===== src/common/npu_pkg.sv =====
// Widths, instruction layout, opcodes and host register map shared by the NPU slice
// Design files refer to these by scoped name
`default_nettype none

package npu_pkg;

    typedef logic [31:0] word_t;
    typedef logic [3:0]  reg_idx_t;
    typedef logic [15:0] ucode_ptr_t;
    typedef logic [7:0]  data_t;
    typedef logic [7:0]  scr_addr_t;
    typedef logic [31:0] instr_t;

    // Low bit of each instruction field
    localparam int OPC_LSB = 28;
    localparam int DST_LSB = 16;
    localparam int SRC_LSB = 8;
    localparam int IMM_LSB = 0;

    typedef enum logic [3:0] {
        OP_NOP  = 4'd0,
        OP_ADDI = 4'd1,
        OP_COPY = 4'd2,
        OP_MULI = 4'd3
    } opcode_t;

    // Right shift applied to MULI products before saturation
    localparam int REQUANT_SHIFT = 4;

    // Host register indices, taken from address bits 5:2
    localparam reg_idx_t REG_CTRL        = 4'd0;
    localparam reg_idx_t REG_STATUS      = 4'd1;
    localparam reg_idx_t REG_UCODE_BASE  = 4'd2;
    localparam reg_idx_t REG_UCODE_LEN   = 4'd3;
    localparam reg_idx_t REG_UCODE_WADDR = 4'd4;
    localparam reg_idx_t REG_UCODE_WDATA = 4'd5;
    localparam reg_idx_t REG_SCR_ADDR    = 4'd6;
    localparam reg_idx_t REG_SCR_DATA    = 4'd7;

endpackage

`default_nettype wire


===== src/rtl/npu_regs.sv =====
// Host register file: config writes, memory load paths, start pulse and busy/done status
// The host port is always ready; reads return one cycle after arvalid
`timescale 1ns/10ps
`default_nettype none

module npu_regs (
    input  wire                  clk,
    input  wire                  rst_n,
    input  wire npu_pkg::word_t  s_axi_awaddr,
    input  wire npu_pkg::word_t  s_axi_wdata,
    input  wire                  s_axi_wvalid,
    input  wire npu_pkg::word_t  s_axi_araddr,
    input  wire                  s_axi_arvalid,
    output npu_pkg::word_t       s_axi_rdata,
    output logic                 s_axi_rvalid,
    output logic                 ucode_wr_en,
    output npu_pkg::ucode_ptr_t  ucode_wr_addr,
    output npu_pkg::word_t       ucode_wr_data,
    output logic                 scr_wr_en,
    output logic                 scr_rd_en,
    output npu_pkg::scr_addr_t   scr_addr,
    output npu_pkg::data_t       scr_wr_data,
    input  wire npu_pkg::data_t  scr_rd_data,
    output logic                 start,
    output npu_pkg::ucode_ptr_t  ucode_base,
    output npu_pkg::ucode_ptr_t  ucode_len,
    input  wire                  prog_end,
    output logic                 busy,
    output logic                 done
);

    npu_pkg::reg_idx_t  wr_idx;
    npu_pkg::reg_idx_t  rd_idx;
    logic               wr_open;
    logic               start_req;
    npu_pkg::word_t     rd_word;
    npu_pkg::word_t     rd_word_q;
    logic               rd_scr_q;

    assign wr_idx  = s_axi_awaddr[5:2];
    assign rd_idx  = s_axi_araddr[5:2];
    // Config and memory writes only land while idle
    assign wr_open = s_axi_wvalid && !busy;
    assign start_req = wr_open && (wr_idx == npu_pkg::REG_CTRL) && s_axi_wdata[0]
                       && (ucode_len != '0);

    assign ucode_wr_en   = wr_open && (wr_idx == npu_pkg::REG_UCODE_WDATA);
    assign ucode_wr_data = s_axi_wdata;
    assign scr_wr_en     = wr_open && (wr_idx == npu_pkg::REG_SCR_DATA);
    assign scr_wr_data   = s_axi_wdata[7:0];
    assign scr_rd_en     = s_axi_arvalid && (rd_idx == npu_pkg::REG_SCR_DATA);

    // ============================================================
    // Register writes
    // ============================================================
    always_ff @(posedge clk or negedge rst_n) begin
        if (!rst_n) begin
            ucode_base    <= '0;
            ucode_len     <= '0;
            ucode_wr_addr <= '0;
            scr_addr      <= '0;
        end else if (wr_open) begin
            case (wr_idx)
                npu_pkg::REG_UCODE_BASE:  ucode_base <= s_axi_wdata[15:0];
                npu_pkg::REG_UCODE_LEN:   ucode_len <= s_axi_wdata[15:0];
                npu_pkg::REG_UCODE_WADDR: ucode_wr_addr <= s_axi_wdata[15:0];
                npu_pkg::REG_UCODE_WDATA: ucode_wr_addr <= ucode_wr_addr + 1'b1;
                npu_pkg::REG_SCR_ADDR:    scr_addr <= s_axi_wdata[7:0];
                default: ;
            endcase
        end
    end

    // Busy rises with the start pulse, done replaces it at program end
    always_ff @(posedge clk or negedge rst_n) begin
        if (!rst_n) begin
            start <= 1'b0;
            busy  <= 1'b0;
            done  <= 1'b0;
        end else begin
            start <= start_req;
            if (start_req) begin
                busy <= 1'b1;
                done <= 1'b0;
            end else if (prog_end) begin
                busy <= 1'b0;
                done <= 1'b1;
            end
        end
    end

    // ============================================================
    // Register reads
    // ============================================================
    always_comb begin
        case (rd_idx)
            npu_pkg::REG_STATUS:      rd_word = {30'd0, done, busy};
            npu_pkg::REG_UCODE_BASE:  rd_word = {16'd0, ucode_base};
            npu_pkg::REG_UCODE_LEN:   rd_word = {16'd0, ucode_len};
            npu_pkg::REG_UCODE_WADDR: rd_word = {16'd0, ucode_wr_addr};
            npu_pkg::REG_SCR_ADDR:    rd_word = {24'd0, scr_addr};
            default:                  rd_word = '0;
        endcase
    end

    always_ff @(posedge clk or negedge rst_n) begin
        if (!rst_n) begin
            s_axi_rvalid <= 1'b0;
            rd_scr_q     <= 1'b0;
        end else begin
            s_axi_rvalid <= s_axi_arvalid;
            rd_scr_q     <= scr_rd_en;
        end
    end

    always_ff @(posedge clk) begin
        if (s_axi_arvalid) begin
            rd_word_q <= rd_word;
        end
    end

    // Scratchpad byte arrives from the memory's own output register
    assign s_axi_rdata = rd_scr_q ? {24'd0, scr_rd_data} : rd_word_q;

endmodule

`default_nettype wire


===== config.mk =====
export PLATFORM = sky130hd
export DESIGN_NAME = npu_regs
export DESIGN_NICKNAME = d
export VERILOG_FILES = /design/src/common/npu_pkg.sv /design/src/rtl/npu_regs.sv
export SDC_FILE = /design/constraint.sdc
export NUM_CORES = 1
export LEC_CHECK = 0
export BUFFER_PORTS_ARGS = -buffer_cell sky130_fd_sc_hd__buf_2
export CORE_ASPECT_RATIO = 0.7
export CORE_MARGIN = 2
export CORE_UTILIZATION = 37
export CTS_CLUSTER_SIZE = 14
export DETAILED_ROUTE_END_ITERATION = 12
export GPL_TIMING_DRIVEN = 0
export PLACE_DENSITY = 0.79
export SETUP_SLACK_MARGIN = 0.2
export SLEW_MARGIN = 20
export SYNTH_ARGS = -nofsm -noshare
export SYNTH_HDL_FRONTEND = slang
export SYNTH_SLANG_ARGS = --single-unit

===== constraint.sdc =====
create_clock -name clk -period 2 [get_ports clk]
set_input_delay 0.4 -clock clk [delete_from_list [all_inputs] [get_ports clk]]
set_output_delay 0.4 -clock clk [all_outputs]
set_load 0.05 [all_outputs]

==> impl_results.md, run 1 <==
- Status: completed
- CTS HTree Levels: 3
- Dpl cell area: 5330 um2
- Full die area: ~12,000 um2
- Tot Pwr: ~6.5 mW
- Async SR Flop Fraction: 0.792
- CP endpoint kind: output pin
- Synth unique cells: 59
- Max-Cap Viols: 0
- CP max FO: 7
- Routed WL: roughly 14 mm
- Clk root buf: clkbuf_16
- Final setup fails: 0
- I/O Pins: around 240
- RSZ-0062 raised after global routing: true
- Setup ws final: approximately 110 ps
- Vias per inst: slightly above 5
- Final period utilization: 0.944
- Pin count of the biggest net entering global routing: 62
- Drt first pass iters: 7
- Clk_lat worst skew: roughly 340 ps
- PD cells: 1090 nW/um2
- Grt met3 use: 0.0755
- Reg2Reg Depth: 5
- R2R Path Start: busy$_DFFE_PN0P_
- Count of final max-slew check failures: 0
- # clock sinks: 77
- # fillers: between 1,000 and 1,500
- Commonest non-fill, non-tap cell in the layout: buf_2
- Primary FF master, synth: dfrtp_1
- Multi-input gate area: approximately 1800 um2
- Design area: just under 6000 um2
- FF+latch area: just over 2000 um2
- R2R Setup Slk: between 200 and 250 ps
- Synthesized area per cell: about 11 um2
- Pre-CTS setup slack: -99.5 ps
- Post-Syn Instances: 385
- DRC: 0
- Critical Path AT: about 1500 ps
- Final ANT Viol Nets: 0
- Nets@finish: 687
- Mapped cell area: between 4000 and 5000 um2
- Placed instance count: slightly above 700
- Die W: 133 um
- YS warnings: 0
- CP startpoint kind: flip-flop
- First-pass GRT wire length: around 21 mm
- Vias: about 3,800
- Clock skew: about 7.2 ps
- Vias in the first global route: between 3,000 and 4,000
- Deepest clock path buffer count: 2
- WS Path Type: flip-flop to output pin
- Final GP Congestion: around 0.94
- Yosys reg bits: 77
- Initial core utilization: 0.384
- # hold bufs at CTS: 0
- Layout cells sized above 1: 0.564
- Slew @ Worst Pin: between 800 and 900 ps
- Setup TNS: 0 ps
- Starting DRT DRC Count: 345
- Worst slew margin: 0.444
- Drt wl/cell: 18.3 um
- Hold Crit Class: primary input to asynchronous set/reset pin
- Clock slew at reported path FFs: ~60 ps
- Final hold viol count: 0
- Met1 Use GR: 0.287
- Data required, critical path: between 1500 and 2000 ps
- Total grt overflow: 0
- Most frequent cells in the layout: 140 x buf_2, 74 x buf_4, 57 x dfrtp_1
- GRT Util Overall: 0.218
- Area of the core: 11,100 um2
- Layout area overhead: 38.9%
- Hold_ws: around 130 ps
- TritonCTS Buffers: 9
- CTS tree: yes
- EDFF count, synth: 16
- Cell Count, Final, Fillers Out: roughly 740
- DP Wirelength: about 10 mm
- Final min period: 1890 ps
- Max Clock Freq: 530 MHz
- Row count: 32
- Grt peak-use layer: met2
- Util after Layout: 0.534
- Port Buffers: approximately 150
- Met2 usage: 0.342
- Leakage: about 2.9 nW
- Die extent in y: approximately 94 um
- Initial antenna violation count: 1
- Worst R2R End: ucode_base[8]$_DFFE_PN0P_
- Sequential area share after synthesis: 0.469
- VDD IR max: roughly 0.46 mV
-- cell usage after synthesis, drive strengths merged, types with 2 or more instances --
| library cell | n | area [um2] |
|---|---|---|
| a21oi | 12 | 60.1 |
| a222oi | 10 | 100 |
| a22oi | 12 | 90.1 |
| a31oi | 4 | 25.0 |
| and2 | 2 | 12.5 |
| and3 | 2 | 12.5 |
| and4 | 2 | 17.5 |
| buf | 67 | 497 |
| clkbuf | 8 | 31.3 |
| dfrtp | 61 | 1530 |
| edfxtp | 16 | 480 |
| inv | 12 | 45.0 |
| mux2 | 48 | 571 |
| mux2i | 3 | 30.0 |
| nand2 | 18 | 70.1 |
| nand2b | 5 | 38.8 |
| nand3 | 7 | 35.0 |
| nand4 | 8 | 56.3 |
| nor2 | 15 | 63.8 |
| nor2b | 9 | 56.3 |
| nor3 | 8 | 55.1 |
| nor3b | 2 | 20.0 |
| nor4 | 10 | 62.6 |
| o21a | 4 | 30.0 |
| o21ai | 14 | 73.8 |
| o22a | 3 | 26.3 |
| o22ai | 2 | 12.5 |
| or3 | 2 | 12.5 |
-- how the worst max path moves through the flow --
stage                       start         endpoint  slack [ps]
2_1_floorplan  rd_scr_q$_DFF_PN0_  s_axi_rdata[10]         150
3_3_place_gp   rd_scr_q$_DFF_PN0_   s_axi_rdata[7]         -80
3_5_place_dp   rd_scr_q$_DFF_PN0_   s_axi_rdata[7]        -100
4_1_cts        rd_scr_q$_DFF_PN0_   s_axi_rdata[7]         100
5_1_grt        rd_scr_q$_DFF_PN0_   s_axi_rdata[7]          80
6_report       rd_scr_q$_DFF_PN0_   s_axi_rdata[7]         110
-- critical path, stage by stage, from the launching register on --
cell       delay [ps]
dfrtp_1           380
buf_8             140
clkbuf_16         150
mux2_4            310
buf_8             150
-- state kept, by name (all words and copies together) (netlist names) --
register / cells
scr_addr: 8
ucode_len: 16
rd_scr_q: 1
s_axi_rvalid: 1
start: 1
ucode_wr_addr: 16
ucode_base: 16
done: 1
busy: 1
rd_word_q: 16
-- layout make-up --
cell class                 instances  share of cell area
inverter                          12             0.00758
multi-input combinational        236               0.309
tap                              153              0.0322
antenna                            1            0.000421
sequential                        77               0.338
clock buffer                      12              0.0398
clock inverter                     4              0.0124
timing repair buffer             166               0.164
buffer                            75              0.0956
-- power by group --
group	internal [mW]	switching (mW)	total [mW]
clock	1.09	0.635	1.73
combinational	0.697	1.81	2.51
sequential	1.91	0.337	2.25
total	3.70	2.79	6.49
-- cells by family after synthesis --
family,count (synthesis),share of synthesized area
simple gates,99,0.139
buf+inv,87,0.134
flops,77,0.469
compound gates,69,0.113
mux,51,0.140
fa+ha+maj,1,0.00292
other cells,1,0.000876
-- layer usage --
layer	up-vias	wire length (um)
met1	1863	5720
li1	1741	-
met4	0	163
met2	188	6350
met5	-	0
met3	18	1270
-- what timing repair did --
item                       in CTS  in global routing
gates resized for setup        33                 33
cloned                          1                  0
setup endpoints to repair      21                 40
setup buffers                   4                  7
pin swaps                       1                  1
No activity file was read; power rests on OpenSTA's default activity.
==> run 2: changes to the inputs <==
--- a/config.mk
+++ b/config.mk
@@ -5,6 +5,7 @@
 export SDC_FILE = /design/constraint.sdc
 export NUM_CORES = 1
 export LEC_CHECK = 0
+export ABC_AREA = 1
 export BUFFER_PORTS_ARGS = -buffer_cell sky130_fd_sc_hd__buf_2
 export CORE_ASPECT_RATIO = 0.7
 export CORE_MARGIN = 2
==> run 2 against run 1 <==
Design area is 0.99% lower. Wire length is 1.1% lower. Highest routed layer unchanged. Sequential power is 5% lower. Largest power group unchanged. Synthesized cell count rose by 39%. Clock skew down 0.95 ps. Critical path depth unchanged. Power is 5.8% lower. Register-to-register slack improved by 200 ps. Via count increased by 9.7%.
==> impl_results.md, run 2 <==
- CTS tree: yes
- N_diodes: 0 (-1)
- Final ANT Viol Nets: 0 (unchanged)
- Row count: 33 (+3.1%)
- Full die area: 12,700 um2 (+2.3%)
- Vias per inst: 4.73 (-8.6%)
- CP endpoint kind: output pin
- Leakage: 3.15 nW (+9.0%)
- Initial core utilization: 0.376 (-0.00813)
- Die extent in y: 95.1 um (+1.1%)
- Area contributors post-synth: dfrtp_1 35%, nand2_1 11%, edfxtp_1 11%
- Count of final max-slew check failures: 0 (unchanged)
- CTS HTree Levels: 3 (unchanged)
- Vias in the first global route: 3,790 (+2.5%)
- Final GP Congestion: 0.898 (-4.3%)
- Mapped cell area: 4380 um2 (+2.4%)
- Slowest-stage cell, CP: dfrtp_1
- HP Start: prog_end
- Top-count cell post-synth: nand2_1
- Pre-CTS setup slack: 163 ps (+262 ps)
- Worst path cell trace: buf_6 > buf_6 > mux2_4 > buf_8
- Buffers & Inverters on Critical Path: 3 (unchanged)
- Most frequent cells in the layout: 151 x buf_2, 133 x nand2_1, 69 x buf_4
- Final setup fails: 0 (unchanged)
- Synth unique cells: 29 (-51%)
- Max-Cap Viols: 0 (unchanged)
- Reg2Reg Depth: 8 (+3)
- Synth top cells by count: 134 x nand2_1, 67 x inv_1, 61 x dfrtp_1
- EDFF count, synth: 16 (unchanged)
- Routed WL: 13.3 mm (-1.1%)
- Area leader, netlist: dfrtp_1
- WS Path Type: flip-flop to output pin
- Multi-input gate area: 1680 um2 (-8.4%)
- Layout area overhead: 34.3%
- FF+latch area: 2010 um2 (-0.25%)
- Critical Path AT: 1430 ps (-60 ps)
- Nets@finish: 831 (+21%)
- CP peak stage delay: 370 ps (about the same)
- Setup TNS: 0 ps (unchanged)
- Post-synth top area share: 0.348 (-0.00835)
- # fillers: 1,109 (+9.9%)
- Drt first pass iters: 5 (-2)
- Hold depth: 2
- First-pass GRT wire length: 20.4 mm (-1.4%)
- Status: completed
- Port Buffers: 155 (+0.65%)
- Primary FF master, synth: dfrtp_1
- CP delay by family, top: buffers and inverters
- Pin count of the biggest net entering global routing: 54 (-13%)
- Clock slew at reported path FFs: 60 ps (about the same)
- Setup ws final: 174 ps (+61.5 ps)
- Final period utilization: 0.913 (-0.0307)
- Synthesized area per cell: 8.17 um2 (-26%)
- DRC: 0 (unchanged)
- Clk root buf: clkbuf_16
- Hold Crit Class: primary input to flip-flop
- CP max FO: 8 (+1)
- DP Wirelength: 10.5 mm (+3.0%)
- GRT Util Overall: 0.211 (-0.00717)
- Max Clock Freq: 548 MHz (+3.4%)
- I/O Pins: 244 (unchanged)
- Data required, critical path: 1600 ps (about the same)
- Deepest clock path buffer count: 2 (unchanged)
- PD cells: 1040 nW/um2 (-4.9%)
- Clock skew: 6.21 ps (-0.954 ps)
- Sequential area share after synthesis: 0.458 (-0.0110)
- Commonest non-fill, non-tap cell in the layout: buf_2
- Total grt overflow: 0 (unchanged)
- R2R Setup Slk: 430 ps (+200 ps)
- TritonCTS Buffers: 9 (unchanged)
- Final min period: 1830 ps (-61.5 ps)
- Post-Syn Instances: 536 (+39%)
- Clk_lat worst skew: 340 ps (about the same)
- Area of the core: 11,600 um2 (+4.6%)
- RSZ-0062 raised after global routing: true
- # clock sinks: 77 (unchanged)
- R2R Path Start: ucode_wr_addr[1]$_DFFE_PN0P_
- Die W: 134 um (+1.2%)
- Async SR Flop Fraction: 0.792 (unchanged)
- Final hold viol count: 0 (unchanged)
- Vias: 4,179 (+9.7%)
- Crit-path most repeated cell: buf_6
- Worst R2R End: ucode_wr_addr[12]$_DFFE_PN0P_
- CP startpoint kind: flip-flop
- Layout cells sized above 1: 0.387 (-0.177)
- WHS Endpoint: busy$_DFFE_PN0P_
- Initial antenna violation count: 0 (-1)
- VDD IR max: 0.517 mV (+13%)
- YS warnings: 0 (unchanged)
- Drt wl/cell: 15.1 um (-18%)
- Yosys reg bits: 77 (unchanged)
- Starting DRT DRC Count: 427 (+24%)
## run 2: cell types whose count changed after synthesis, sizes merged, moves of 12 or more
| cell | change |
|---|---|
| nand2 | +116 |
| o21ai | +50 |
| nor2 | +20 |
| inv | +59 |
| nand3 | +14 |
| a22oi | -12 |
| mux2 | -40 |
## run 2: worst max path at each step
stage | startpoint | slack, ps | depth (start not counted) | to
floorplan | busy$_DFFE_PN0P_ | 160 | 5 | scr_wr_en
global placement | s_axi_awaddr[3] | 190 | 6 | ucode_wr_en
detailed placement | s_axi_awaddr[3] | 160 | 6 | ucode_wr_en
CTS | rd_scr_q$_DFF_PN0_ | 170 | 4 | s_axi_rdata[7]
global route | rd_scr_q$_DFF_PN0_ | 130 | 4 | s_axi_rdata[7]
finish | rd_scr_q$_DFF_PN0_ | 170 | 4 | s_axi_rdata[7]
## run 2: worst reg2reg max path: cells and delay by family (launching register included)
family                   cells  cell delay [ps]
buffers and inverters        1              140
AO/OA/AOI/OAI                1              160
AND/OR/NAND/NOR              5              480
adder cells (fa/ha/maj)      1              230
flip-flops                   1              450
## run 2: timing repair
item | 4_1_cts | 5_1_grt
hold buffers | 1 | 0
hold endpoints to repair | 8 | 0
buffers inserted | 1 | 0
setup endpoints to repair | 18 | 15
cloned | 1 | 0
resized for setup | 13 | 27
## run 2: final cells by class
| cell class | count | area share |
|---|---|---|
| clock inverter | 4 | 0.00468 |
| buffer | 74 | 0.0916 |
| sequential | 77 | 0.341 |
| tap | 157 | 0.0334 |
| clock buffer | 12 | 0.0472 |
| multi-input combinational | 329 | 0.286 |
| inverter | 71 | 0.0453 |
| timing repair buffer | 159 | 0.151 |
## run 2: stage by stage
step	area [um2]	power [mW]	hold WS (ps)	utilization	std cells
final	5890	6.11	250	0.505	883
after global routing	5890	6.38	259	0.505	883
after CTS	5830	6.10	253	0.501	883
after detailed placement	5460	4.47	244	0.469	864
after global placement	5430	4.42	490	0.466	863
after floorplan	4460	3.82	104	-	551
## run 2: logic make-up after synthesis
logic type                 Yosys count  synth area share
AOI/OAI and AO/OA                   94             0.125
xor gates and xnor gates             6            0.0120
adders and majority gates            1           0.00286
buffers and inverters              145             0.180
DFF                                 77             0.458
muxes                                8            0.0206
other                                1          0.000856
and+or+nand+nor                    204             0.200
## run 2: report_power, final
group | total [mW] | switching [mW] | internal (mW)
Combinational | 2.33 | 1.78 | 0.556
Sequential | 2.14 | 0.265 | 1.87
Clock | 1.64 | 0.651 | 0.986
## run 2: routing by layer
metal / up-vias / routed length (um) / track usage
met3: 12 / 1350 / 0.0558
met1: 1935 / 6010 / 0.307
met5: - / 0 / 0
met2: 200 / 5880 / 0.318
li1: 2032 / - / -
met4: 0 / 116 / 0.0430
